===== config.mk =====
export PLATFORM = sky130hd
export DESIGN_NAME = layer_mixer
export DESIGN_NICKNAME = d
export VERILOG_FILES = /design/src/gfx_pkg.sv /design/src/layer_mixer.sv
export VERILOG_INCLUDE_DIRS = /design/src /design/src/include
export SDC_FILE = /design/constraint.sdc
export NUM_CORES = 1
export LEC_CHECK = 0
export ABC_AREA = 0
export CAP_MARGIN = 10
export CELL_PAD_IN_SITES_DETAIL_PLACEMENT = 1
export CELL_PAD_IN_SITES_GLOBAL_PLACEMENT = 2
export CORE_UTILIZATION = 22
export CTS_CLUSTER_DIAMETER = 150
export DETAILED_ROUTE_END_ITERATION = 12
export DONT_BUFFER_PORTS = 1
export PLACE_DENSITY_LB_ADDON = 0.1
export SETUP_SLACK_MARGIN = 0.05
export SLEW_MARGIN = 20
export SYNTH_ARGS = -nofsm -noshare
export SYNTH_HDL_FRONTEND = slang
export SYNTH_SLANG_ARGS = --single-unit

===== constraint.sdc =====
create_clock -name CLK -period 1.2 [get_ports CLK]
set_input_delay 0.12 -clock CLK [delete_from_list [all_inputs] [get_ports CLK]]
set_output_delay 0.12 -clock CLK [all_outputs]
set_load 0.01 [all_outputs]

===== src/include/gfx_macros.svh =====
`ifndef GFX_MACROS_SVH
`define GFX_MACROS_SVH

// Display geometry in pixels and lines
`define H_ACTIVE 64
`define H_TOTAL 256
`define V_ACTIVE 12
`define V_TOTAL 16

`define NUM_LAYERS 2
`define LAYER_W 1	// Bits of a layer index

// One scanline buffer, four pixels per word
`define LINE_WORDS 32
`define LINE_TILES 5	// One more than visible for fine scroll
`define LINE_AW 5

`define POS_W 10	// Pixel and line counters
`define MEM_AW 16	// Tile memory word address
`define MEM_DW 16

`endif


===== src/gfx_pkg.sv =====
`default_nettype none
`include "gfx_macros.svh"

package gfx_pkg;

	// Pixel position from the video timing generator
	typedef struct packed {
		logic line_start;
		logic frame_start;
		logic active;
		logic [`POS_W-1:0] x;
		logic [`POS_W-1:0] y;
		logic [`POS_W-1:0] render_y;	// Line being rendered ahead
	} vid_pos_t;

	// CPU register write strobe
	typedef struct packed {
		logic wr;
		logic [`LAYER_W-1:0] layer;
		logic [2:0] addr;
		logic [15:0] data;
	} reg_wr_t;

	// Tile memory read port
	typedef struct packed {
		logic req;
		logic [`MEM_AW-1:0] addr;
	} mem_req_t;

	typedef struct packed {
		logic ack;	// Data valid in this cycle
		logic [`MEM_DW-1:0] data;
	} mem_rsp_t;

	typedef logic [7:0] color_t;	// Palette nibble, pixel nibble

endpackage

`default_nettype wire


===== src/layer_mixer.sv =====
`default_nettype none
`include "gfx_macros.svh"

module layer_mixer (
	input wire CLK,
	input wire RSTb,
	input wire gfx_pkg::vid_pos_t pos,
	input wire gfx_pkg::color_t [`NUM_LAYERS-1:0] colors,
	output gfx_pkg::color_t pix_color,
	output logic pix_valid
);
	import gfx_pkg::*;

	logic [1:0] act_q;	// Matches the layer read-out latency
	color_t pick;

	// Lowest numbered opaque layer wins
	always_comb begin
		pick = '0;
		for (int i = `NUM_LAYERS - 1; i >= 0; i--)
			if (colors[i][3:0] != 4'd0)
				pick = colors[i];
	end

	always_ff @(posedge CLK) begin
		if (!RSTb) begin
			act_q <= 2'b00;
			pix_color <= '0;
			pix_valid <= 1'b0;
		end else begin
			act_q <= {act_q[0], pos.active};
			pix_valid <= act_q[1];
			pix_color <= act_q[1] ? pick : '0;
		end
	end

endmodule

`default_nettype wire


* Word-level counts from Yosys, hierarchy flattened *
Cells that the tools add are included.

word-level totals
  input bits = 51
  output and inout bits = 9
  logic and storage cells = 8
  bits in registers = 11

operators by class
  reduce and logical (&&, ||, !) cells = 3
  mux-type cells = 2

operators with widths
  cell                 number
  2-to-1 mux 8 bit     2
  nonzero test 4 bit   2
  AND reduction 2 bit  1

* Logic depth before layout (Yosys ltp) *
  depth after elaboration = 3
  gate-level depth with buffers = 4
  gate-level depth less buffers = 4

* Least setup slack after synthesis *
No wires, ideal clock.

  path kind = input port to flip-flop
  start = input colors[0] in the netlist's numbering
  end = register pix_color[4]
  cell stages on the path = 3
  required time = 1.125 ns
  path buffers = 0
  arrival time = 0.893 ns
  slack = 0.233 ns
  setup time = 0.075 ns
  cells stage by stage = nor4_4 > o41ai_2 > o22ai_1

between the ends
  word-level cells in the longest chain between the ends = 2

ends and longest elaborated chain
  element               line               source
  from (decl)           layer_mixer.sv:8   input wire gfx_pkg::color_t [`NUM_LAYERS-1:0] colors,
  nonzero test 4 bit    layer_mixer.sv:21  if (colors[i][3:0] != 4'd0)
  2-to-1 mux 8 bit      layer_mixer.sv:21
  to (signal assigned)  layer_mixer.sv:33  pix_color <= act_q[1] ? pick : '0;
  to (decl)             layer_mixer.sv:9   output gfx_pkg::color_t pix_color,

Every way passes these cells.
A chain may end at the register's enable or synchronous reset.

* Worst setup path in the final report *
  start = register act_q[1]
  end = register pix_color[4]

between the ends
  word-level cells in the longest chain between the ends = 1

ends and longest elaborated chain
  element                        line               source
  from (decl)                    layer_mixer.sv:14  logic [1:0] act_q;
  from (signal assigned)         layer_mixer.sv:31  act_q <= {act_q[0], pos.active};
  AND reduction 2 bit (no line)  n/a

Every way passes these cells.

==> results.json <==
{
  "die_area_um2": 1840,
  "yosysSeqAreaShare_pct": 59.9,
  "crit_chain": "nand2_1 -> clkinvlp_4 -> nand2_1 -> o22ai_1",
  "max_clock_freq_ghz": 0.975,
  "drt_drc_violations_left": 0,
  "yosysTopAreaCell": "dfxtp_1",
  "routed_wl_um": 868,
  "syn_area_um2": 368,
  "antenna_found_initial": 0,
  "dpl-instance-area_um2": 395,
  "initialDrtViolationCount": 0,
  "cts_tree": "yes",
  "arrival_ps": 1160,
  "clock_path_buffers": 2,
  "cts.reportedPaths.clkPinSlew_ps": 70,
  "grt_pass1_vias": 297,
  "relSlewSlack_pct": 67.4,
  "final_antenna_net_count": 0,
  "clock_skew_ps": 0.194,
  "crit_slowest_cell": "dfxtp_1",
  "final_area_um2": 515,
  "grt_start_max_net_pins": 10,
  "min_period_ps": 1030,
  "hold_slack_ps": 13.2,
  "layout-drive-gt1-share_pct": 13.7,
  "h-tree-depth": 1,
  "powerDensity_nw_per_um2": 1300,
  "ios": 60,
  "final-hold-violation-count": 0,
  "die_width_um": 42.9,
  "fin_util_pct": 33.4,
  "die_h_um": 42.9,
  "worst_path_most_repeated_cell": "nand2_1",
  "portBuffers": 0,
  "ys_types": 9,
  "netlist_top_cells_count": "11 x dfxtp_1, 9 x nand2_1, 4 x a21oi_1, 4 x nor2_1, 4 x o22ai_1",
  "cts.sinks": 11,
  "viasPerCell": 4.70,
  "start_kind": "flip-flop",
  "rsz0062_at_grt": "false",
  "critical_path.max_fanout": 9,
  "track_usage_pct": 9.82,
  "rows": 14,
  "vias": 315,
  "ys.flop_type": "dfxtp_1",
  "vdd.ir_drop.worst_mv": 0.416,
  "area_growth_pct": 40.1,
  "cts_made_buffers": 3,
  "synthTopCellsByArea": "dfxtp_1 60%, nand2_1 9.2%, o22ai_1 6.8%",
  "synth.most_common_cell": "dfxtp_1",
  "synth_top_cell_area_share_pct": 59.9,
  "end_kind": "flip-flop",
  "grt_first_pass_wirelength_um": 1280,
  "insertedDiodeCount": 0,
  "yosys_register_bits": 11,
  "cp.required_ps": 1330,
  "fin_nets": 103,
  "slew_viol_final": 0,
  "fin_tns_setup_ps": 0,
  "clockRootBuffer": "clkbuf_4",
  "globalRouteOverflowTotal": 0,
  "clkLatencyLatePin_ps": 260,
  "min_path_type": "in2reg",
  "critPathKind": "reg2reg",
  "syn_avg_cell_area_um2": 9.94,
  "syn_nets": 88,
  "avgRoutedWirePerCell_um": 13.0,
  "drv_cap": 0,
  "leakage_nw": 0.181,
  "synth-warning-count": 0,
  "dp_hpwl_um": 631,
  "routabilityCongestion": 0.665,
  "stdcell_count": 67,
  "async_flop_share_pct": 0,
  "placedCellCount": 54,
  "initial_core_util_pct": 23.9,
  "drt_first_pass_iters": 1,
  "synth_edf_count": 0,
  "min_period_over_period_pct": 85.5,
  "max_stage_delay_ps": 300,
  "worstMarginPinSlew_ps": 483,
  "coreArea_um2": 1540,
  "setup_viol": 0,
  "synthCells": 37,
  "outcome": "completed"
}
==> path summary, 6_finish.rpt <==
check | from | to | slack [ps] | depth (start not counted)
hold / removal | colors[15] | pix_color[7] | 10 | 2
setup / recovery | act_q[1] | pix_color[4] | 170 | 4
hold reg to reg | act_q[0] | act_q[1] | 440 | 1
setup reg to reg | act_q[1] | pix_color[4] | 170 | 4
==> metal layers <==
layer  vias to the layer above  routed length (um)  GRT usage, %
met3                         0                  64          3.83
li1                        156                   -             -
met4                         0                   0          5.63
met5                         -                   0             0
met1                       146                 327          11.1
met2                        13                 476          15.5
==> metrics by stage <==
step	setup WS, ps	power, mW
after floorplan	233	0.404
after global placement	210	0.409
after detailed placement	160	0.411
after CTS	152	0.674
after global routing	71.6	0.708
final	174	0.669
==> state kept, by name (all words and copies together), names as in the netlist <==
signal and count:
pix_color 8, act_q 2, pix_valid 1
==> layout by cell type, fill, tap and decap left out, drive strengths merged <==
cell type	synthesis	routed
a21oi	4	4
clkinvlp	0	1
nor2	4	4
nand2	9	9
and2	2	2
clkbuf	0	4
nor4	1	1
dlygate4sd3	0	9
dfxtp	11	11
o22ai	4	4
o41ai	1	1
buf	0	1
==> critical path: cells and delay by family, from the launching register on <==
kind                   cells  cell delay, ps
flip-flops                 1             300
AO/OA/AOI/OAI              1              70
AND/OR/NAND/NOR            2             300
buffers and inverters      1             220
==> cells by family after synthesis <==
group	share of synthesized area, %
flops	59.9
compound gates	16.7
buf+inv	1.02
simple gates	22.4
==> cell type report <==
class	count	area (um^2)
multi-input combinational	25	144
sequential	11	220
clock buffer	4	26.3
fill	180	1030
timing repair buffer	10	97.6
inverter	1	7.51
tap	16	20.0
==> what timing repair did <==
item / CTS / global route
resized for setup: 0 / 1
buffers inserted: 0 / 0
hold buffers: 7 / 2
hold endpoints to repair: 7 / 2
endpoints found under the setup margin: 0 / 4
==> where the power goes <==
part	switching (mW)	internal (mW)	total (mW)
sequential	0.00537	0.374	0.379
clock	0.114	0.128	0.243
combinational	0.0166	0.0301	0.0467
total	0.136	0.532	0.669
(Power assumes the default switching activity.)
