[config.mk]
export PLATFORM = sky130hd
export DESIGN_NAME = bg_layer
export DESIGN_NICKNAME = d
export VERILOG_FILES = /design/src/gfx_pkg.sv /design/src/scanline_ram.sv /design/src/bg_layer.sv
export VERILOG_INCLUDE_DIRS = /design/src /design/src/include
export SDC_FILE = /design/constraint.sdc
export NUM_CORES = 2
export LEC_CHECK = 0
export ABC_CLOCK_PERIOD_IN_PS = 5350
export BUFFER_PORTS_ARGS = -buffer_cell sky130_fd_sc_hd__buf_4
export CAP_MARGIN = 20
export CORE_MARGIN = 1.5
export CORE_UTILIZATION = 55
export CTS_BUF_LIST = sky130_fd_sc_hd__clkbuf_2
export DETAILED_ROUTE_END_ITERATION = 10
export PLACE_DENSITY = 0.75
export SYNTH_ARGS = -nofsm -noshare
export SYNTH_HDL_FRONTEND = slang
export SYNTH_SLANG_ARGS = --single-unit
[constraint.sdc]
create_clock -name CLK -period 5.35 [get_ports CLK]
set_input_delay 0.8025 -clock CLK [delete_from_list [all_inputs] [get_ports CLK]]
set_output_delay 0.8025 -clock CLK [all_outputs]
set_load 0.005 [all_outputs]
[src/include/gfx_macros.svh]
`ifndef GFX_MACROS_SVH
`define GFX_MACROS_SVH

// Display geometry in pixels and lines
`define H_ACTIVE 64
`define H_TOTAL 256
`define V_ACTIVE 12
`define V_TOTAL 16

`define NUM_LAYERS 2
`define LAYER_W 1	// Bits of a layer index

// One scanline buffer, four pixels per word
`define LINE_WORDS 32
`define LINE_TILES 5	// One more than visible for fine scroll
`define LINE_AW 5

`define POS_W 10	// Pixel and line counters
`define MEM_AW 16	// Tile memory word address
`define MEM_DW 16

`endif

[src/gfx_pkg.sv]
`default_nettype none
`include "gfx_macros.svh"

package gfx_pkg;

	// Pixel position from the video timing generator
	typedef struct packed {
		logic line_start;
		logic frame_start;
		logic active;
		logic [`POS_W-1:0] x;
		logic [`POS_W-1:0] y;
		logic [`POS_W-1:0] render_y;	// Line being rendered ahead
	} vid_pos_t;

	// CPU register write strobe
	typedef struct packed {
		logic wr;
		logic [`LAYER_W-1:0] layer;
		logic [2:0] addr;
		logic [15:0] data;
	} reg_wr_t;

	// Tile memory read port
	typedef struct packed {
		logic req;
		logic [`MEM_AW-1:0] addr;
	} mem_req_t;

	typedef struct packed {
		logic ack;	// Data valid in this cycle
		logic [`MEM_DW-1:0] data;
	} mem_rsp_t;

	typedef logic [7:0] color_t;	// Palette nibble, pixel nibble

endpackage

`default_nettype wire

[src/scanline_ram.sv]
`default_nettype none
`include "gfx_macros.svh"

module scanline_ram (
	input wire CLK,
	input wire [`LINE_AW-1:0] rd_addr,
	output logic [15:0] rd_data,
	input wire [`LINE_AW-1:0] wr_addr,
	input wire [15:0] wr_data,
	input wire wr
);
	logic [15:0] mem [0:`LINE_WORDS-1];

	// Read returns the old word on a same-address write
	always_ff @(posedge CLK) begin
		if (wr)
			mem[wr_addr] <= wr_data;
		rd_data <= mem[rd_addr];
	end

endmodule

`default_nettype wire

[src/bg_layer.sv]
`default_nettype none
`include "gfx_macros.svh"

module bg_layer #(
	parameter int LAYER_ID = 0
) (
	input wire CLK,
	input wire RSTb,
	input wire gfx_pkg::reg_wr_t cpu_wr,
	input wire gfx_pkg::vid_pos_t pos,
	output gfx_pkg::mem_req_t mem_req,
	input wire gfx_pkg::mem_rsp_t mem_rsp,
	output gfx_pkg::color_t color
);
	localparam logic [`LAYER_W-1:0] MY_ID = LAYER_ID[`LAYER_W-1:0];
	localparam int LAST_TILE = `LINE_TILES - 1;

	typedef enum logic [2:0] {
		S_IDLE,
		S_START,	// Let a stale request finish first
		S_MAP,
		S_MAP_WAIT,
		S_TILE,
		S_TILE_WAIT
	} state_t;

	logic enable;
	logic [3:0] pal;
	logic [15:0] scroll_x;
	logic [15:0] scroll_y;
	logic [15:0] map_base;
	logic [15:0] set_base;

	state_t state;
	logic back_sel;	// Buffer being rendered
	logic [6:0] col;
	logic [2:0] tile_cnt;
	logic [1:0] word_cnt;
	logic [`LINE_AW-1:0] wr_ptr;
	logic [7:0] tile;

	logic swap;
	logic [15:0] vy;
	logic [16:0] map_idx;
	logic [15:0] tile_addr;
	logic fetch_wr;
	logic [15:0] fetch_data;

	logic [9:0] px;
	logic [`LINE_AW-1:0] rd_addr;
	logic disp_sel;
	logic clr_wr;
	logic [15:0] rd_data [2];
	logic rd_sel;
	logic [1:0] nib_sel;

	always_ff @(posedge CLK) begin
		if (!RSTb) begin
			enable <= 1'b0;
			pal <= 4'd0;
			scroll_x <= 16'd0;
			scroll_y <= 16'd0;
			map_base <= 16'd0;
			set_base <= 16'd0;
		end else if (cpu_wr.wr && cpu_wr.layer == MY_ID) begin
			case (cpu_wr.addr)
				3'd0: begin
					enable <= cpu_wr.data[0];
					pal <= cpu_wr.data[7:4];
				end
				3'd1: scroll_x <= cpu_wr.data;
				3'd2: scroll_y <= cpu_wr.data;
				3'd3: map_base <= cpu_wr.data;
				3'd4: set_base <= cpu_wr.data;
				default: ;
			endcase
		end
	end

	assign swap = pos.line_start && enable;
	assign vy = scroll_y + {6'd0, pos.render_y};	// Map line in pixels

	// Byte index of the map entry, map is 128 tiles wide
	assign map_idx = {map_base, 1'b0} + {3'd0, vy[10:4], col};
	// Tile base plus tile*64 plus row*4 plus word
	assign tile_addr = set_base + {2'd0, tile, vy[3:0], word_cnt};

	// Skipped tiles are filled with zero words without a fetch
	assign fetch_wr = !swap && ((state == S_TILE && tile == 8'hFF) ||
		(state == S_TILE_WAIT && mem_rsp.ack));
	assign fetch_data = (state == S_TILE_WAIT) ? mem_rsp.data : 16'h0000;

	always_ff @(posedge CLK) begin
		if (!RSTb) begin
			state <= S_IDLE;
			back_sel <= 1'b0;
			mem_req <= '0;
			col <= 7'd0;
			tile_cnt <= 3'd0;
			word_cnt <= 2'd0;
			wr_ptr <= '0;
			tile <= 8'd0;
		end else if (swap) begin
			back_sel <= ~back_sel;
			state <= S_START;
			col <= scroll_x[10:4];
			tile_cnt <= 3'd0;
			word_cnt <= 2'd0;
			wr_ptr <= '0;
			if (mem_rsp.ack)
				mem_req.req <= 1'b0;
		end else begin
			case (state)
				S_START:
					if (!mem_req.req || mem_rsp.ack) begin
						mem_req.req <= 1'b0;
						state <= S_MAP;
					end
				S_MAP: begin
					mem_req.req <= 1'b1;
					mem_req.addr <= map_idx[16:1];
					state <= S_MAP_WAIT;
				end
				S_MAP_WAIT:
					if (mem_rsp.ack) begin
						mem_req.req <= 1'b0;
						tile <= col[0] ? mem_rsp.data[15:8] : mem_rsp.data[7:0];	// Low byte first
						word_cnt <= 2'd0;
						state <= S_TILE;
					end
				S_TILE:
					if (tile != 8'hFF) begin
						mem_req.req <= 1'b1;
						mem_req.addr <= tile_addr;
						state <= S_TILE_WAIT;
					end
				S_TILE_WAIT:
					if (mem_rsp.ack) begin
						mem_req.req <= 1'b0;
						state <= S_TILE;
					end
				default: state <= S_IDLE;
			endcase

			if (fetch_wr) begin
				wr_ptr <= wr_ptr + 1'b1;
				word_cnt <= word_cnt + 1'b1;
				if (word_cnt == 2'd3) begin	// Tile done
					col <= col + 1'b1;
					tile_cnt <= tile_cnt + 1'b1;
					state <= (tile_cnt == LAST_TILE[2:0]) ? S_IDLE : S_MAP;
				end
			end
		end
	end

	assign px = pos.x + {6'd0, scroll_x[3:0]};
	assign rd_addr = px[`LINE_AW+1:2];
	// New display buffer is visible already in the swap cycle
	assign disp_sel = swap ? back_sel : ~back_sel;
	assign clr_wr = pos.active && (px[1:0] == 2'b11);	// Last pixel of the word

	for (genvar b = 0; b < 2; b++) begin : g_buf
		logic is_disp;

		assign is_disp = (disp_sel == 1'(b));

		scanline_ram u_ram (
			.CLK     (CLK),
			.rd_addr (rd_addr),
			.rd_data (rd_data[b]),
			.wr_addr (is_disp ? rd_addr : wr_ptr),
			.wr_data (is_disp ? 16'h0000 : fetch_data),
			.wr      (is_disp ? clr_wr : fetch_wr)
		);
	end

	always_ff @(posedge CLK) begin
		rd_sel <= disp_sel;
		nib_sel <= px[1:0];
	end

	always_ff @(posedge CLK) begin
		if (!RSTb)
			color <= 8'h00;
		else
			color <= enable ? {pal, rd_data[rd_sel][{nib_sel, 2'b00} +: 4]} : 8'h00;
	end

	assert property (@(posedge CLK) disable iff (!RSTb) mem_rsp.ack |-> mem_req.req)
		else $error("bg_layer %0d: memory ack without a request", LAYER_ID);

endmodule

`default_nettype wire

# Word level (Yosys, flattened, before mapping)
# Memory sizes are Yosys's and may differ from the RTL's. A register that Yosys moved wholly into a read port is not among the register bits.
# Cells that the tools add are included.
classes:
  n_reduce_logical: 31
  n_shift: 1
  multipliers: 0
  bitwise: 5
  n_addsub: 8
  order_cmp: 1
  muxes: 36
  eq_ne: 17
  div: 0
op_table:
  columns: ["op", "n"]
  rows:
  - ["two-way mux 16 bit", 6]
  - ["case mux 16 bit (2 select lines)", 1]
  - ["two-way mux 7 bit", 3]
  - ["AND reduction 2 bit", 9]
  - ["adder 17 x 14 -> 17 bit", 1]
  - ["two-way mux 17 bit", 1]
  - ["adder 16 x 14 -> 16 bit", 1]
  - ["variable part select 16 x 5 -> 4 bit", 1]
  - ["two-way mux 3 bit", 5]
  - ["equality test 3 x 2 -> 1 bit (second input constant)", 4]
  - ["equality test 3 bit (second input constant)", 4]
  - ["case mux 3 bit (4 select lines)", 1]
  - ["adder 11 x 10 -> 11 bit", 1]
  - ["two-way mux 1 bit", 11]
  - ["two-way mux 5 bit", 2]
  - ["nonzero test 2 bit", 5]
  - ["AND reduction 3 bit", 3]
  - ["equality test 8 bit (second input constant)", 1]
  - ["two-way mux 2 bit", 4]
  - ["two-way mux 8 bit", 1]
  - ["!= test 8 bit (second input constant)", 1]
  - ["adder 7 x 1 -> 7 bit (second input constant)", 1]
  - ["adder 7 x 4 -> 7 bit", 1]
  - ["equality test 3 x 1 -> 1 bit (second input constant)", 2]
  - ["17 further kinds", 29]
word_totals:
  n_memories: 2
  ramBits: 1024
  wordCells: 120
  romBits: 0
  in_bits: 73
  latchBits: 0
  ff_bits: 116
mem_list:
  columns: ["memory", "words", "word_bits", "rd", "rd_ports_with_merged_regs", "wr", "line", "text"]
  rows:
  - ["g_buf[0].u_ram.mem", 32, 16, 1, 1, 1, "scanline_ram.sv:12", "logic [15:0] mem [0:`LINE_WORDS-1];"]
  - ["g_buf[1].u_ram.mem", 32, 16, 1, 1, 1, "scanline_ram.sv:12", null]

# Depth between registers and ports, before layout
depth:
  ltp_word: 7
  mapped_depth: 17
  ltp_nobuf: 17

# Modules after synthesis
# From an unflattened synthesis, not the netlist that was laid out.
hier_totals:
  cells_unflattened: 3113
  hier_area_um2: 48078.6
by_module_without_submodules:
  columns: ["mod", "area_each_um2", "n_inst", "cells_per_inst"]
  rows:
  - ["scanline_ram at g_buf[1].u_ram", 20535.9, 1, 1143]
  - ["scanline_ram at g_buf[0].u_ram", 20534.7, 1, 1143]
  - ["bg_layer", 7008.0, 1, 827]

# Least setup slack after synthesis
# No wires, ideal clock.
synth_path:
  path_kind: "input -> register"
  from: "in pos[20] in the netlist's numbering"
  to: "mem g_buf[1].u_ram.mem[6][0] (enable)"
  t_required_ps: 4962
  arrival_ps: 3576
  path_slack_ps: 1386
  n_path_buf: 1
  path_stages: 11
  cell_sequence: "ha_1 > fa_1 > a21o_1 > a21oi_1 > nor2b_1 > xnor2_2 > buf_2 > a21oi_1 > nor2_1 > nand2_1 > nor2_1"
synth_between:
  elab_chain_cells: 6
  elab_cells_between_ends: 7
synth_lines:
  columns: ["element", "line", "text"]
  rows:
  - ["from (decl)", "bg_layer.sv:10", "input wire gfx_pkg::vid_pos_t pos,"]
  - ["adder 7 x 4 -> 7 bit *", "bg_layer.sv:157", "assign px = pos.x + {6'd0, scroll_x[3:0]};"]
  - ["equality test 2 bit", "bg_layer.sv:161", "assign clr_wr = pos.active && (px[1:0] == 2'b11);"]
  - ["logical AND 1 bit", "bg_layer.sv:161", null]
  - ["two-way mux 1 bit", "bg_layer.sv:174", ".wr (is_disp ? clr_wr : fetch_wr)"]
  - ["two-way mux 1 bit", "scanline_ram.sv:16", "if (wr)"]
  - ["two-way mux 1 bit (implied by the code)", "scanline_ram.sv:17", "mem[wr_addr] <= wr_data;"]
  - ["to (decl)", "scanline_ram.sv:12", null]
# Every way passes the cells marked *; elsewhere a longest branch is shown, timed or not.

# Worst setup path after layout
layout_path:
  from: "reg scroll_x[0]"
  to: "mem g_buf[0].u_ram.mem[20][10] (enable)"
layout_between:
  elab_chain_cells: 6
  elab_cells_between_ends: 7
layout_lines:
  columns: ["element", "line", "text"]
  rows:
  - ["from (decl)", "bg_layer.sv:29", "logic [15:0] scroll_x;"]
  - ["from (signal assigned)", "bg_layer.sv:71", "3'd1: scroll_x <= cpu_wr.data;"]
  - ["adder 7 x 4 -> 7 bit *", "bg_layer.sv:157", null]
  - ["equality test 2 bit", "bg_layer.sv:161", null]
  - ["logical AND 1 bit", "bg_layer.sv:161", null]
  - ["two-way mux 1 bit", "bg_layer.sv:174", null]
  - ["two-way mux 1 bit", "scanline_ram.sv:16", null]
  - ["two-way mux 1 bit (implied by the code)", "scanline_ram.sv:17", null]
  - ["to (decl)", "scanline_ram.sv:12", null]
# Marked as above.

==> metrics.txt <==
Post-synth EDFFs 1024; maximum VDD drop 0.221 mV; CTS H-tree depth 5; CP Class register to register; CTS clock-pin slew for the worst setup and hold paths 0.10 ns; post-CTS setup buffer count 0; number of remaining DRC errors 0; clock share of power 34.4%; Via Count 26600; gpl congestion 0.877; Hold Path Cell Cnt 4; Final Util 63.1%; crit start category register; Worst-Margin Slew 1.02 ns; worst r2r path cells 12; asr flop ratio synth 0%; DR iter-0 viols 2714; most frequent cells in the layout edfxtp_1, clkbuf_2, mux4_2, buf_4, nand2_1; sw frac 23.8%; largest cells by area after synthesis edfxtp_1, mux4_2, dfxtp_1, o22ai_1, ha_1; DP Cell Count 3786; largest net degree at the start of global routing 131; Seq cells post-synth 1172; GRT Util Overall 25.9%; Final Cycle Share 74.8%; TritonCTS Buffers 293; CTS tree done; PortBufs 83; max-cap violations 0; RSZ-0062 raised after global routing no; WP data arrival 4.98 ns; Reg power frac 60.3%; final hold violation count 0; post-synth top area cell edfxtp_1; first-pass GRT wire length 164 mm; largest fanout on the critical path 33; setup_tns 0 ns; max layer used met4; Rel. slew slack 32.2%; I/O pin count 98; total length of routed met3 wires 10.4 mm; Max Freq 250 MHz; routed vias/inst 6.05; synth warn 0; proportion of layout cells with a drive suffix above 1 28.4%; vias in the first global route 27500; Sink Count 1172; Area Growth Syn to Fin 13.5%; area of the die 86500 µm²; Std-Cell Rows 106; First-pass DRT Iterations 6; CTS max path bufs 4; register area share after synthesis 72.3%; Worst EP required 6.33 ns; Static Leak 20.5 nW; Comb pwr share 5.3%; final cell count without fillers 4399; Syn Area/Cell 17.9 µm²; most common cell after layout, fill and taps aside edfxtp_1; CTS resizes 0; Hold Path Class input port to register; residual overflow from global routing 0; fin nets 3188; top cell type's share of synthesized area 66.0%; met1 WL 41.7 mm; Max Slew Vio Count 0; internal cell power 12.5 mW; routed len/inst 25.0 µm; crit end category register; clk_lat worst skew 1.44 ns; DIE HEIGHT 294 µm; top_reg_cell synth edfxtp_1; Synth cell types 65; Synthesized Nets 2721; setup violators final 0; CTS Hold Bufs 96; core area 83800 µm²; hpwl dp 65.1 mm; Die X 294 µm; status complete, no violations; minimum clock period 4.00 ns; Psw 3.89 mW; antenna-violating nets left 0; Clock Tree Root clkbuf_2; routed wl met2 54.4 mm; Syn Inst Count 2597; starting density of the core 55.6%; antenna violations before repair 6; PwrDens 309 nW/µm²; total wire length 110 mm; Layout Skew 0.156 ns; Mapped Area 46600 µm²
-- synth_stat cells, drive strengths merged, types with 41 or more instances --
cell type / instances
clkbuf: 78
mux4: 264
and2: 41
nor3: 42
ha: 47
a21o: 42
a21oi: 76
nor2: 150
o22ai: 100
edfxtp: 1024
nand2: 151
dfxtp: 148
buf: 54
mux2i: 43
-- power by group through the flow --
stage | combinational (mW) | clock (mW) | sequential, mW
after floorplan | 0.538 | 0 | 10.0
after global placement | 0.801 | 0 | 10.1
after detailed placement | 0.813 | 0 | 10.1
after CTS | 0.858 | 5.76 | 9.85
after global routing | 0.912 | 6.20 | 9.85
final | 0.863 | 5.63 | 9.85
-- metal layers --
layer / up-vias / global-route usage, %
li1: 11600 / -
met1: 13400 / 34.5
met2: 1409 / 41.6
met3: 214 / 6.02
met4: 0 / 10.6
met5: - / 0
-- critical path: stages (launching register included) --
cell	delay (ns)
dfxtp_1	0.34
ha_1	0.21
fa_1	0.51
a21o_1	0.27
a21oi_1	0.34
nor2b_1	0.18
xnor2_4	0.18
buf_4	0.25
a21oi_1	0.41
nor2b_1	0.27
nand2_1	0.14
nor2_1	0.13
buf_4	0.30
-- stage by stage --
| stage | hold WS, ns | worst slack [ns] | power, mW | area [µm²] |
|---|---|---|---|---|
| 2_1_floorplan | 0.439 | 1.39 | 10.6 | 46600 |
| 5_1_grt | 0.124 | 1.15 | 17.0 | 52900 |
| 3_3_place_gp | 0.447 | 1.05 | 10.9 | 49000 |
| 6_report | 0.248 | 1.35 | 16.3 | 52900 |
| 3_5_place_dp | 0.451 | 0.916 | 10.9 | 49100 |
| 4_1_cts | 0.000151 | 1.40 | 16.5 | 52500 |
-- final timing paths --
kind | startpoint | to | slack, ns
setup reg to reg | scroll_x[0] | g_buf[0].u_ram.mem[20][10] | 1.35
setup / recovery | scroll_x[0] | g_buf[0].u_ram.mem[20][10] | 1.35
hold / removal | cpu_wr[15] | map_base[15] | 0.25
hold reg to reg | map_base[3] | map_base[3] | 0.47
-- flip-flops by register name, indices dropped and copies added (netlist names), 3 cells and up --
signal,cells
tile,8
g_buf.u_ram.rd_data,32
mem_req,17
g_buf.u_ram.mem,1024
scroll_x,11
pal,4
tile_cnt,3
scroll_y,11
state,3
set_base,16
map_base,16
color,8
col,7
wr_ptr,5
-- cells by family (layout without fill, tap and decap cells) --
kind of cell	Yosys count	in the layout	synth area share, %
multiplexers	310	310	13.8
adder cells (fa/ha/maj)	51	51	1.43
AND/OR/NAND/NOR	494	494	4.85
buffers and inverters	158	820	1.43
other	0	6	0
XOR/XNOR	45	45	0.894
AO/OA/AOI/OAI	367	367	5.32
flip-flops	1172	1172	72.3
-- area by class of cell --
class	instances	area, µm²
flip-flops and latches	1172	33700
repair buffers	304	2930
multi-input cells	1267	12300
clock inverters	60	308
diodes	6	15.0
clock buffers	430	2150
fillers	5854	30900
inverters	26	97.6
well taps	1134	1420
No activity file was read; power rests on OpenSTA's default activity.
