==> config.mk <==
export PLATFORM = sky130hd
export DESIGN_NAME = video_timing
export DESIGN_NICKNAME = d
export VERILOG_FILES = /design/src/gfx_pkg.sv /design/src/video_timing.sv
export VERILOG_INCLUDE_DIRS = /design/src /design/src/include
export SDC_FILE = /design/constraint.sdc
export NUM_CORES = 1
export LEC_CHECK = 0
export ABC_CLOCK_PERIOD_IN_PS = 3700
export BUFFER_PORTS_ARGS = -buffer_cell sky130_fd_sc_hd__buf_2
export CORE_ASPECT_RATIO = 0.75
export CORE_MARGIN = 1.5
export CORE_UTILIZATION = 30
export CTS_CLUSTER_SIZE = 28
export DETAILED_ROUTE_END_ITERATION = 10
export GPL_ROUTABILITY_DRIVEN = 0
export GPL_TIMING_DRIVEN = 0
export HOLD_SLACK_MARGIN = 0.05
export SLEW_MARGIN = 15
export SYNTH_ARGS = -nofsm -noshare
export SYNTH_HDL_FRONTEND = slang
export SYNTH_SLANG_ARGS = --single-unit
==> constraint.sdc <==
create_clock -name CLK -period 3.7 [get_ports CLK]
set_clock_uncertainty 0.2 [all_clocks]
set_input_delay 0.74 -clock CLK [delete_from_list [all_inputs] [get_ports CLK]]
set_output_delay 0.74 -clock CLK [all_outputs]
set_load 0.02 [all_outputs]
==> src/include/gfx_macros.svh <==
`ifndef GFX_MACROS_SVH
`define GFX_MACROS_SVH

// Display geometry in pixels and lines
`define H_ACTIVE 64
`define H_TOTAL 256
`define V_ACTIVE 12
`define V_TOTAL 16

`define NUM_LAYERS 2
`define LAYER_W 1	// Bits of a layer index

// One scanline buffer, four pixels per word
`define LINE_WORDS 32
`define LINE_TILES 5	// One more than visible for fine scroll
`define LINE_AW 5

`define POS_W 10	// Pixel and line counters
`define MEM_AW 16	// Tile memory word address
`define MEM_DW 16

`endif

==> src/gfx_pkg.sv <==
`default_nettype none
`include "gfx_macros.svh"

package gfx_pkg;

	// Pixel position from the video timing generator
	typedef struct packed {
		logic line_start;
		logic frame_start;
		logic active;
		logic [`POS_W-1:0] x;
		logic [`POS_W-1:0] y;
		logic [`POS_W-1:0] render_y;	// Line being rendered ahead
	} vid_pos_t;

	// CPU register write strobe
	typedef struct packed {
		logic wr;
		logic [`LAYER_W-1:0] layer;
		logic [2:0] addr;
		logic [15:0] data;
	} reg_wr_t;

	// Tile memory read port
	typedef struct packed {
		logic req;
		logic [`MEM_AW-1:0] addr;
	} mem_req_t;

	typedef struct packed {
		logic ack;	// Data valid in this cycle
		logic [`MEM_DW-1:0] data;
	} mem_rsp_t;

	typedef logic [7:0] color_t;	// Palette nibble, pixel nibble

endpackage

`default_nettype wire

==> src/video_timing.sv <==
`default_nettype none
`include "gfx_macros.svh"

module video_timing (
	input wire CLK,
	input wire RSTb,
	output gfx_pkg::vid_pos_t pos
);
	localparam int X_LAST = `H_TOTAL - 1;
	localparam int Y_LAST = `V_TOTAL - 1;

	logic [`POS_W-1:0] x_nxt;
	logic [`POS_W-1:0] y_nxt;
	logic [`POS_W-1:0] ry_nxt;

	always_comb begin
		x_nxt = pos.x + 1'b1;
		y_nxt = pos.y;
		if (pos.x == X_LAST[`POS_W-1:0]) begin
			x_nxt = '0;
			y_nxt = (pos.y == Y_LAST[`POS_W-1:0]) ? '0 : pos.y + 1'b1;
		end
		ry_nxt = (y_nxt == Y_LAST[`POS_W-1:0]) ? '0 : y_nxt + 1'b1;
	end

	// Strobes decoded from the next count so they line up with x and y
	always_ff @(posedge CLK) begin
		if (!RSTb) begin
			// Park on the last position so the first frame starts right away
			pos.x <= X_LAST[`POS_W-1:0];
			pos.y <= Y_LAST[`POS_W-1:0];
			pos.render_y <= '0;
			pos.line_start <= 1'b0;
			pos.frame_start <= 1'b0;
			pos.active <= 1'b0;
		end else begin
			pos.x <= x_nxt;
			pos.y <= y_nxt;
			pos.render_y <= ry_nxt;
			pos.line_start <= (x_nxt == '0);
			pos.frame_start <= (x_nxt == '0) && (y_nxt == '0);
			pos.active <= (x_nxt < `H_ACTIVE) && (y_nxt < `V_ACTIVE);
		end
	end

endmodule

`default_nettype wire

### Yosys cells after proc, flatten, opt, wreduce, memory -nomap -nowiden

Index checks and enable logic that the tools add are counted.

| word-level totals | value |
|---|---|
| bits in latches | 0 |
| output and inout port bits | 33 |
| logic and storage cells | 23 |
| input port bits | 2 |
| ROM bits | 0 |
| memories kept | 0 |
| register bits | 33 |
| memory bits (writable) | 0 |

| operators by class | value |
|---|---|
| $add $sub $neg | 3 |
| order comparisons | 2 |
| multiply operators | 0 |
| divide/modulo/power cells | 0 |
| shift operators | 0 |
| reductions and logical operators | 5 |
| equal/unequal tests | 3 |
| muxes and demuxes | 3 |
| bitwise operators | 1 |

Operators with widths:

| operator | number |
|---|---|
| adder 10 x 1 -> 10 bit, second input constant | 3 |
| 2-to-1 mux 10 bit | 3 |
| equality test 10 x 4 -> 1 bit, second input constant | 2 |
| logical NOT 10 bit | 2 |
| equality test 10 x 8 -> 1 bit, second input constant | 1 |
| < comparator 10 x 4 -> 1 bit, second input constant | 1 |
| < comparator 10 x 7 -> 1 bit, second input constant | 1 |
| logical AND 1 bit | 2 |
| OR reduction 2 bit | 1 |
| NOT 1 bit | 1 |

### Longest topological paths before layout

Gate-level depths: netlist (run 1).

| depth | value |
|---|---|
| depth after elaboration | 5 |
| depth in mapped cells | 12 |
| mapped depth without buffers | 12 |

### Least setup slack after synthesis (run 1)

Ideal clock, no wire load.

| timing | value |
|---|---|
| path type | register to register |
| from | register pos[29] in the netlist's numbering |
| to | register pos[6] in the netlist's numbering |
| data required time | 3.385 ns |
| period minus slack after synthesis | 2.980 ns |
| cell stages (with the launch flop) | 13 |
| library setup time | 0.115 ns |
| arrival time | 2.665 ns |
| path slack | 0.720 ns |
| path buffers | 1 |
| cells stage by stage | dfxtp_1 or2_1 buf_6 or4_4 or2_2 nor2_1 a21oi_1 inv_1 ha_1 nand3_1 nor3_1 xnor2_1 and2_1 |

| between the ends | value |
|---|---|
| word-level cells in the longest chain between the ends | 4 |
| elaborated cells on any way between the ends | 5 |
| those cells by class | add/sub: 1; eq/ne: 2; mux: 1; reduce/logical: 1 |

Ends and longest elaborated chain:

| what | RTL line | source |
|---|---|---|
| start: declaration | video_timing.sv:7 | `output gfx_pkg::vid_pos_t pos` |
| equality test 10 x 8 -> 1 bit (*) | video_timing.sv:19 | `` if (pos.x == X_LAST[`POS_W-1:0]) begin `` |
| 2-to-1 mux 10 bit (*) | video_timing.sv:19 |  |
| via y_nxt[0] | video_timing.sv:13 | `` logic [`POS_W-1:0] y_nxt; `` |
| parallel branches: the longest is 2 deep, another holds adder 10 x 1 -> 10 bit | - |  |

Mark *: on every way through the listed nets, which the timed path passes.
A chain may end at the register's enable or synchronous reset.

### Worst setup path in the final report (run 1)

| timing | value |
|---|---|
| from | register pos[16] in the netlist's numbering |
| to | register pos[6] in the netlist's numbering |

| between the ends | value |
|---|---|
| word-level cells in the longest chain between the ends | 5 |
| elaborated cells on any way between the ends | 7 |
| those cells by class | add/sub: 2; eq/ne: 2; mux: 2; reduce/logical: 1 |

Ends and longest elaborated chain:

| what | RTL line | source |
|---|---|---|
| equality test 10 x 4 -> 1 bit (*) | video_timing.sv:21 | `` y_nxt = (pos.y == Y_LAST[`POS_W-1:0]) ? '0 : pos.y + 1'b1; `` |
| 2-to-1 mux 10 bit (*) | video_timing.sv:21 |  |
| 2-to-1 mux 10 bit (*) | video_timing.sv:19 |  |
| via y_nxt[0] | video_timing.sv:13 |  |
| parallel branches: the longest is 2 deep, another holds adder 10 x 1 -> 10 bit | - |  |

Marked as above.

==> impl_metrics.yaml, run 1 <==
outcome:
  status: "completed"
global_routing:
  grt_pass1_wl_um: 6250
  grt_remaining_overflow: 0
  grt_antenna_before_repair: 0
  grt_max_degree: 11
  grt_pass1_vias: 1259
  grt.total_usage_pct: 14.0
setup_path:
  crit_path_end_kind: "register"
  path_max_fanout: 6
  crit_start: "pos[16]$_SDFF_PN0_"
  startpoint_type: "register"
  path_class: "reg2reg"
  ff2ff_setup_slack_ns: 0.45
  crit_required_ns: 3.68
  arrival_ns: 3.23
  rr_startpoint: "pos[16]$_SDFF_PN0_"
sta:
  min_period_ns: 3.25
  holdWs_ns: 0.317
  maxSlewViolCount: 0
  slew_headroom_pct: 48.0
  rsz0062_at_grt: "no"
  finalSetupViolations: 0
  tns_ns: 0
  hold_violations: 0
  max_freq_mhz: 308
  finalCritPeriodShare_pct: 87.8
  worst_pin_slew_ns: 0.775
detailed_routing:
  drt-vias-per-instance: 4.82
  drt_pass1_iterations: 4
  vias: 1480
  drc: 0
  routed_wirelength_um: 3930
  antenna_left: 0
  first_iter_violations: 100
  wl_per_cell_um: 12.8
layout:
  top_regs: "pos (33)"
  drive_gt1_share_pct: 25.9
  fin_nets: 237
  num_antenna_cells: 0
  largest_register_ffs: 33
  top_register: "pos"
  final_area_um2: 2060
  area_growth_pct: 22.7
  fillCellCount: 568
hold_path:
  min_from: "pos[20]$_SDFF_PN1_"
  hold_path.class: "reg2reg"
flow_run:
  max_cap_violations: 0
die:
  dieArea_um2: 6060
  rows: 23
  fp.dieW_um: 89.4
  die_h_um: 67.8
  core_region_area_um2: 5350
  io_pins: 35
  start_util_pct: 31.3
place:
  portBuffers: 34
  hpwl_um: 3000
  post_dp_cell_area_um2: 1940
cts:
  post_cts_resized: 0
  clock_sinks: 33
  hold_buffers: 0
  cts.path.max_buffers: 2
  clkTransAtPathRegs_ns: 0.07
  worst_skew_pair.late_latency_ns: 0.29
  cts_setup_buffers: 0
  cts_tree: "yes"
  htree_levels: 2
  cts_made_buffers: 5
  cts_root_buffer: "clkbuf_8"
synthesis:
  synth_cells: 190
  synth_cell_types: 50
  synth_edf_count: 0
  yosysSeqAreaShare_pct: 39.4
  synth_area_per_cell_um2: 8.83
  synth_flop_cell: "dfxtp_1"
  async_flop_share_pct: 0
  ys_ff_latch: 33
  syn_nets: 196
  syn_area_um2: 1680
  yosys_warnings: 0
power_and_ir_drop:
  powerDensity_nw_per_um2: 858
  p_leak_nw: 0.853
  ir_drop_mv: 0.298
[layout by cell type, fill, tap and decap left out, types with 4 or more instances in the layout]
cell       n
buf_2     34
clkbuf_8   6
dfxtp_1   33
ha_1       4
inv_1      5
nand2_1   13
nand3_1   15
nand4_1    7
nor2_1    14
nor2b_1    7
nor3_1     8
nor4_1     5
o21ai_0   11
xnor2_1    8
xor2_1     9
[area by class of cell]
class	instances	area (µm²)	area share, %
multi-input combinational	146	956	46.4
sequential	33	661	32.1
timing repair buffer	34	170	8.27
tap	75	93.8	4.56
clock buffer	7	86.3	4.19
buffer	6	42.5	2.07
clock inverter	1	30.0	1.46
inverter	5	18.8	0.912
[power by group]
part           leakage (nW)  internal [mW]  switching (mW)
Sequential            0.269          0.432          0.0779
Clock                0.0585          0.220           0.132
Combinational         0.525          0.337           0.568
Total                 0.853          0.989           0.778
[metal layers]
metal	wire, µm	up-vias	part of all wire [%]	track usage [%]
met3	291	8	7.4	4.03
li1	-	762	-	-
met2	1550	51	39	18.8
met1	2010	659	51	20.5
met5	0	-	0	0
met4	78	0	2.0	5.77
[critical path, cell delays in order (launching register included)]
cell,delay [ns]
dfxtp_1,0.35
or4_1,0.59
nor3_1,0.53
or2_2,0.23
nor2_1,0.04
a21oi_1,0.27
inv_1,0.08
ha_1,0.23
nand3_1,0.24
nor3_1,0.11
xnor2_1,0.13
and2_1,0.17
[kinds of logic (layout without fill, tap and decap cells)]
logic type | after synthesis | in the layout | synth area share [%]
buffers and inverters | 11 | 53 | 3.65
adders and majority gates | 4 | 4 | 2.98
xor gates and xnor gates | 17 | 17 | 8.87
AOI/OAI and AO/OA | 27 | 27 | 11.3
and+or+nand+nor | 96 | 96 | 32.5
muxes | 2 | 2 | 1.27
DFF | 33 | 33 | 39.4
[cell usage after synthesis, types with 2 or more instances]
cell	instances	area share (%)
and3_1	2	0.75
nor3_1	8	2.4
or2_2	3	1.1
or4_1	3	1.3
clkbuf_1	2	0.45
xor2_1	9	4.7
a21oi_1	3	0.89
ha_1	4	3.0
inv_1	5	1.1
and3_2	2	0.89
o21ai_0	11	3.3
nand2_1	13	2.9
nor2b_1	7	2.6
nor2_1	14	3.1
a211o_1	2	1.0
nand4_1	7	2.6
nand3_1	15	4.5
dfxtp_1	33	39
a21boi_0	2	0.89
nor4_1	5	1.9
buf_6	2	1.3
and2_1	3	1.1
xnor2_1	8	4.2
[stage by stage]
step	util, %	setup slack [ns]	power [mW]	instances
floorplan	-	0.720	1.19	190
global placement	36.3	0.510	1.41	299
detailed placement	36.3	0.524	1.42	299
CTS	38.5	0.510	1.78	307
global route	38.5	0.161	1.91	307
finish	38.5	0.452	1.77	307
[path summary, 6_finish.rpt]
| path | endpoint | cells past startpoint |
|---|---|---|
| worst min-delay path | pos[20]$_SDFF_PN1_ | 1 |
| worst max register to register | pos[6]$_SDFF_PP0_ | 11 |
| worst max-delay path | pos[6]$_SDFF_PP0_ | 11 |
| worst min register to register | pos[20]$_SDFF_PN1_ | 1 |
(Power assumes the default switching activity.)
==> inputs of run 2 (changes only) <==
PLACE_DENSITY = 0.55   (was unset)
==> run 2 against run 1 <==
- critical path depth did not move
- register-to-register slack got worse by 0.03 ns
- sequential share of layout area rose by 0.48 points
- final area fell by 1.5%
- power fell by 4.2%
- cell count did not move
- sequential cell count did not move
- worst hold slack improved by 0.015 ns
- worst setup slack got worse by 0.027 ns
- clock power fell by 23%
- largest cell class unchanged
==> impl_metrics.yaml, run 2 (synthesis gave the netlist of run 1 again) <==
outcome:
  status: "completed"
layout:
  final_cell_mix: "34 x buf_2, 33 x dfxtp_1, 15 x nand3_1"
  num_antenna_cells: 0
  top_regs: "pos (33)"
  drive_gt1_share_pct: 26.3
  area_growth_pct: 20.9
  top_register: "pos"
  fin_cells: 307
  fin_nets: 237
  largest_register_ffs: 33
  final_common_cell: "buf_2"
  fillCellCount: 585
global_routing:
  grt_pass1_wl_um: 6380
  grt_max_degree: 12
  grt.total_usage_pct: 14.5
  grt_antenna_before_repair: 0
  grt_remaining_overflow: 0
  grt_pass1_vias: 1294
die:
  io_pins: 35
  start_util_pct: 31.3
  core_region_area_um2: 5350
  die_h_um: 67.8
  rows: 23
  fp.dieW_um: 89.4
  dieArea_um2: 6060
cts:
  cts_tree: "yes"
  cts_setup_buffers: 0
  post_cts_resized: 0
  hold_buffers: 0
  cts_root_buffer: "clkbuf_8"
  clock_sinks: 33
  cts.path.max_buffers: 2
  worst_skew_pair.late_latency_ns: 0.29
  htree_levels: 2
  cts_made_buffers: 5
  clkTransAtPathRegs_ns: 0.07
setup_path:
  crit_path_top_delay_cell: "or4_1"
  crit_path_end_kind: "register"
  r2r-end: "pos[6]$_SDFF_PP0_"
  rr_startpoint: "pos[16]$_SDFF_PN0_"
  worst_path_most_repeated_cell: "nor3_1"
  crit_required_ns: 3.69
  path_cells: "or4_1 > nor3_1 > or2_2 > nor2_1 > a21oi_1 > inv_1 > ha_1 > nand3_1 > nor3_1 > xnor2_1 > and2_1"
  path_class: "reg2reg"
  rr_worst_depth: 11
  startpoint_type: "register"
  cp_num_buf_inv: 1
  critPathMaxStageDelay_ns: 0.59
  arrival_ns: 3.26
  path_max_fanout: 6
  ff2ff_setup_slack_ns: 0.43
  cpLargestDelayFamily: "simple AND/OR/NAND/NOR gates"
sta:
  min_period_ns: 3.27
  finalCritPeriodShare_pct: 88.5
  hold_violations: 0
  worst_pin_slew_ns: 0.765
  tns_ns: 0
  max_freq_mhz: 305
  rsz0062_at_grt: "no"
  slew_headroom_pct: 48.6
  maxSlewViolCount: 0
  finalSetupViolations: 0
detailed_routing:
  vias: 1497
  drt_pass1_iterations: 4
  routed-wl-met2_um: 1530
  routed_wirelength_um: 4010
  antenna_left: 0
  top_layer: "met4"
  wl_met1_um: 2240
  drt-vias-per-instance: 4.88
  wl_per_cell_um: 13.1
  drc: 0
  first_iter_violations: 67
  wl_met3_um: 166
place:
  placed_cells: 299
  portBuffers: 34
  hpwl_um: 3070
hold_path:
  hold_end: "pos[20]$_SDFF_PN1_"
  min_from: "pos[20]$_SDFF_PN1_"
  holdPathStages: 1
  hold_path.class: "reg2reg"
power_and_ir_drop:
  powerDensity_nw_per_um2: 834
  ir_drop_mv: 0.358
  p_leak_nw: 0.839
flow_run:
  max_cap_violations: 0
## run 2: cell count changes in the layout (fill, tap and decap cells not counted), sizes merged
| cell | delta |
|---|---|
| clkinvlp | +1 |
| clkinv | +2 |
| bufinv | -1 |
| clkbuf | -2 |
## run 2: worst max-delay path by stage
stage	from	end	slack [ns]	cells past startpoint
after CTS	pos[16]$_SDFF_PN0_	pos[6]$_SDFF_PP0_	0.44	11
after floorplan	pos[29]$_SDFF_PN0_	pos[6]$_SDFF_PP0_	0.72	12
after global placement	pos[20]$_SDFF_PN1_	pos[3]$_SDFF_PP0_	0.47	8
after detailed placement	pos[16]$_SDFF_PN0_	pos[6]$_SDFF_PP0_	0.46	11
final	pos[16]$_SDFF_PN0_	pos[6]$_SDFF_PP0_	0.43	11
after global routing	pos[10]$_SDFF_PN1_	pos[6]$_SDFF_PP0_	0.22	12
## run 2: layout make-up
cell class / count / area [µm²] / share of cell area, %
multi-input combinational: 146 / 956 / 47.1
sequential: 33 / 661 / 32.6
timing repair buffer: 34 / 170 / 8.39
tap: 75 / 93.8 / 4.63
clock buffer: 5 / 68.8 / 3.39
buffer: 6 / 42.5 / 2.10
inverter: 5 / 18.8 / 0.925
clock inverter: 3 / 17.5 / 0.864
## run 2: worst reg2reg max path, cell delays in order, from the launching register on
cell,delay [ns]
dfxtp_1,0.35
or4_1,0.59
nor3_1,0.55
or2_2,0.23
nor2_1,0.04
a21oi_1,0.27
inv_1,0.08
ha_1,0.23
nand3_1,0.23
nor3_1,0.11
xnor2_1,0.13
and2_1,0.16
## run 2: metrics by stage
step           hold slack, ns  setup slack (ns)  power [mW]  cell area (µm²)  utilization, %
3_3_place_gp            0.302             0.467        1.42             1940            36.3
2_1_floorplan           0.363             0.720        1.19             1680               -
5_1_grt                 0.381             0.218        1.84             2030            37.9
6_report                0.332             0.425        1.69             2030            37.9
3_5_place_dp            0.325             0.459        1.42             1940            36.3
4_1_cts                 0.329             0.444        1.69             2030            37.9
## run 2: metal layers
layer	track usage, %	up-vias
li1	-	766
met1	21.7	694
met2	18.7	31
met3	3.67	6
met4	6.92	0
met5	0	-
## run 2: power breakdown
part	internal [mW]	switching [mW]	total [mW]
clock	0.130	0.143	0.272
combinational	0.336	0.574	0.911
sequential	0.432	0.0774	0.510
==> inputs of run 3 (changes only) <==
GPL_TIMING_DRIVEN = unset   (was 0)
==> run 3 against run 2 <==
- routed wire length increased by 4.0%
- non-clock buffer count is 4 lower
- worst hold slack better by 0.018 ns
- fmax down 0.68%
- clock power grew 1%
- register-to-register slack got worse by 0.02 ns
- power down 0.76%
- via count fell by 0.13%
- critical path depth grew 1
- worst setup slack worse by 0.022 ns
- sequential cell count unchanged
- core utilization down 0.51 points
==> impl_metrics.yaml, run 3 (synthesis gave the netlist of run 1 again) <==
outcome:
  status: "completed"
cts:
  clock_sinks: 33
  cts_root_buffer: "clkbuf_8"
  hold_buffers: 0
  htree_levels: 2
  clkTransAtPathRegs_ns: 0.08
  post_cts_resized: 0
  cts_setup_buffers: 0
  cts_tree: "yes"
  cts.path.max_buffers: 2
  worst_skew_pair.late_latency_ns: 0.29
  cts_made_buffers: 5
sta:
  finalSetupViolations: 0
  max_freq_mhz: 303
  rsz0062_at_grt: "no"
  hold_violations: 0
  tns_ns: 0
  worst_pin_slew_ns: 0.654
  slew_headroom_pct: 56.1
  holdWs_ns: 0.350
  min_period_ns: 3.30
  finalCritPeriodShare_pct: 89.1
  fin_ws_ns: 0.403
  maxSlewViolCount: 0
die:
  io_pins: 35
  rows: 23
  core_region_area_um2: 5350
  fp.dieW_um: 89.4
  dieArea_um2: 6060
  start_util_pct: 31.3
  die_h_um: 67.8
layout:
  drive_gt1_share_pct: 25.9
  utilization_pct: 37.4
  area_growth_pct: 19.2
  final_cell_mix: "34 x buf_2, 33 x dfxtp_1, 15 x nand3_1"
  largest_register_ffs: 33
  fin_nets: 233
  top_register: "pos"
  top_regs: "pos (33)"
  num_antenna_cells: 0
  final_common_cell: "buf_2"
detailed_routing:
  drt-vias-per-instance: 4.93
  routed_wirelength_um: 4170
  first_iter_violations: 97
  drt_pass1_iterations: 4
  vias: 1495
  wl_per_cell_um: 13.8
  drc: 0
  antenna_left: 0
global_routing:
  grt_antenna_before_repair: 0
  grt_max_degree: 25
  grt_remaining_overflow: 0
  grt.total_usage_pct: 15.3
  grt_pass1_vias: 1346
  grt_pass1_wl_um: 6740
power_and_ir_drop:
  ir_drop_mv: 0.358
  powerDensity_nw_per_um2: 840
  p_leak_nw: 0.825
  finalPower_mw: 1.68
hold_path:
  min_from: "pos[29]$_SDFF_PN0_"
  hold_path.class: "reg2reg"
place:
  portBuffers: 34
  hpwl_um: 3070
  dp_slack_ns: 0.477
setup_path:
  path_max_fanout: 9
  crit_required_ns: 3.68
  crit_start: "pos[10]$_SDFF_PN1_"
  crit_path_end_kind: "register"
  startpoint_type: "register"
  rr_startpoint: "pos[10]$_SDFF_PN1_"
  path_class: "reg2reg"
  cpLargestDelayFamily: "simple AND/OR/NAND/NOR gates"
  path_cells: "ha_1 > nand3_1 > nor3_1 > or2_2 > nor2_1 > a21oi_1 > inv_1 > ha_1 > nand3_1 > nor3_1 > xnor2_1 > and2_1"
  crit_path_top_delay_cell: "nor3_1"
  arrival_ns: 3.28
  critPathMaxStageDelay_ns: 0.56
  cp_num_buf_inv: 1
flow_run:
  max_cap_violations: 0
-- run 3: changes by cell type in the layout (fill, tap and decap cells not counted) --
cell      delta
buf_6        -2
clkbuf_2     -1
buf_4        +1
clkbuf_1     -2
-- run 3: tightest hold or removal path, stage by stage (launching register included) --
cell	delay [ns]
dfxtp_1	0.35
o21ai_0	0.08
a21boi_0	0.07
-- run 3: cell type report --
class | count | area, µm²
Tap cell | 75 | 93.8
Fill cell | 598 | 3350
Sequential cell | 33 | 661
Clock inverter | 3 | 17.5
Timing Repair Buffer | 36 | 185
Multi-Input combinational cell | 146 | 956
Inverter | 5 | 18.8
Clock buffer | 5 | 68.8
-- run 3: path summary, 6_finish.rpt --
check / to / slack (ns) / depth (start not counted)
setup / recovery: pos[6]$_SDFF_PP0_ / 0.40 / 12
hold / removal: pos[29]$_SDFF_PN0_ / 0.35 / 2
hold reg to reg: pos[29]$_SDFF_PN0_ / 0.35 / 2
setup reg to reg: pos[6]$_SDFF_PP0_ / 0.40 / 12
-- run 3: report_power, final --
part	internal (mW)	total [mW]	switching (mW)
registers	0.432	0.543	0.111
logic	0.322	0.861	0.539
clock network	0.130	0.276	0.146
total	0.884	1.68	0.796
-- run 3: per-stage QoR --
| stage | instance area [µm²] | instances |
|---|---|---|
| finish | 2000 | 303 |
| global route | 2000 | 303 |
| CTS | 2000 | 303 |
| detailed placement | 1910 | 295 |
| global placement | 1910 | 295 |
| floorplan | 1680 | 190 |
-- run 3: routing by layer --
layer	GRT usage [%]	share of wire, %	wire (µm)
met1	22.9	53	2210
met2	20.3	38	1590
met3	3.91	7.5	312
met4	6.35	1.4	60
met5	0	0	0
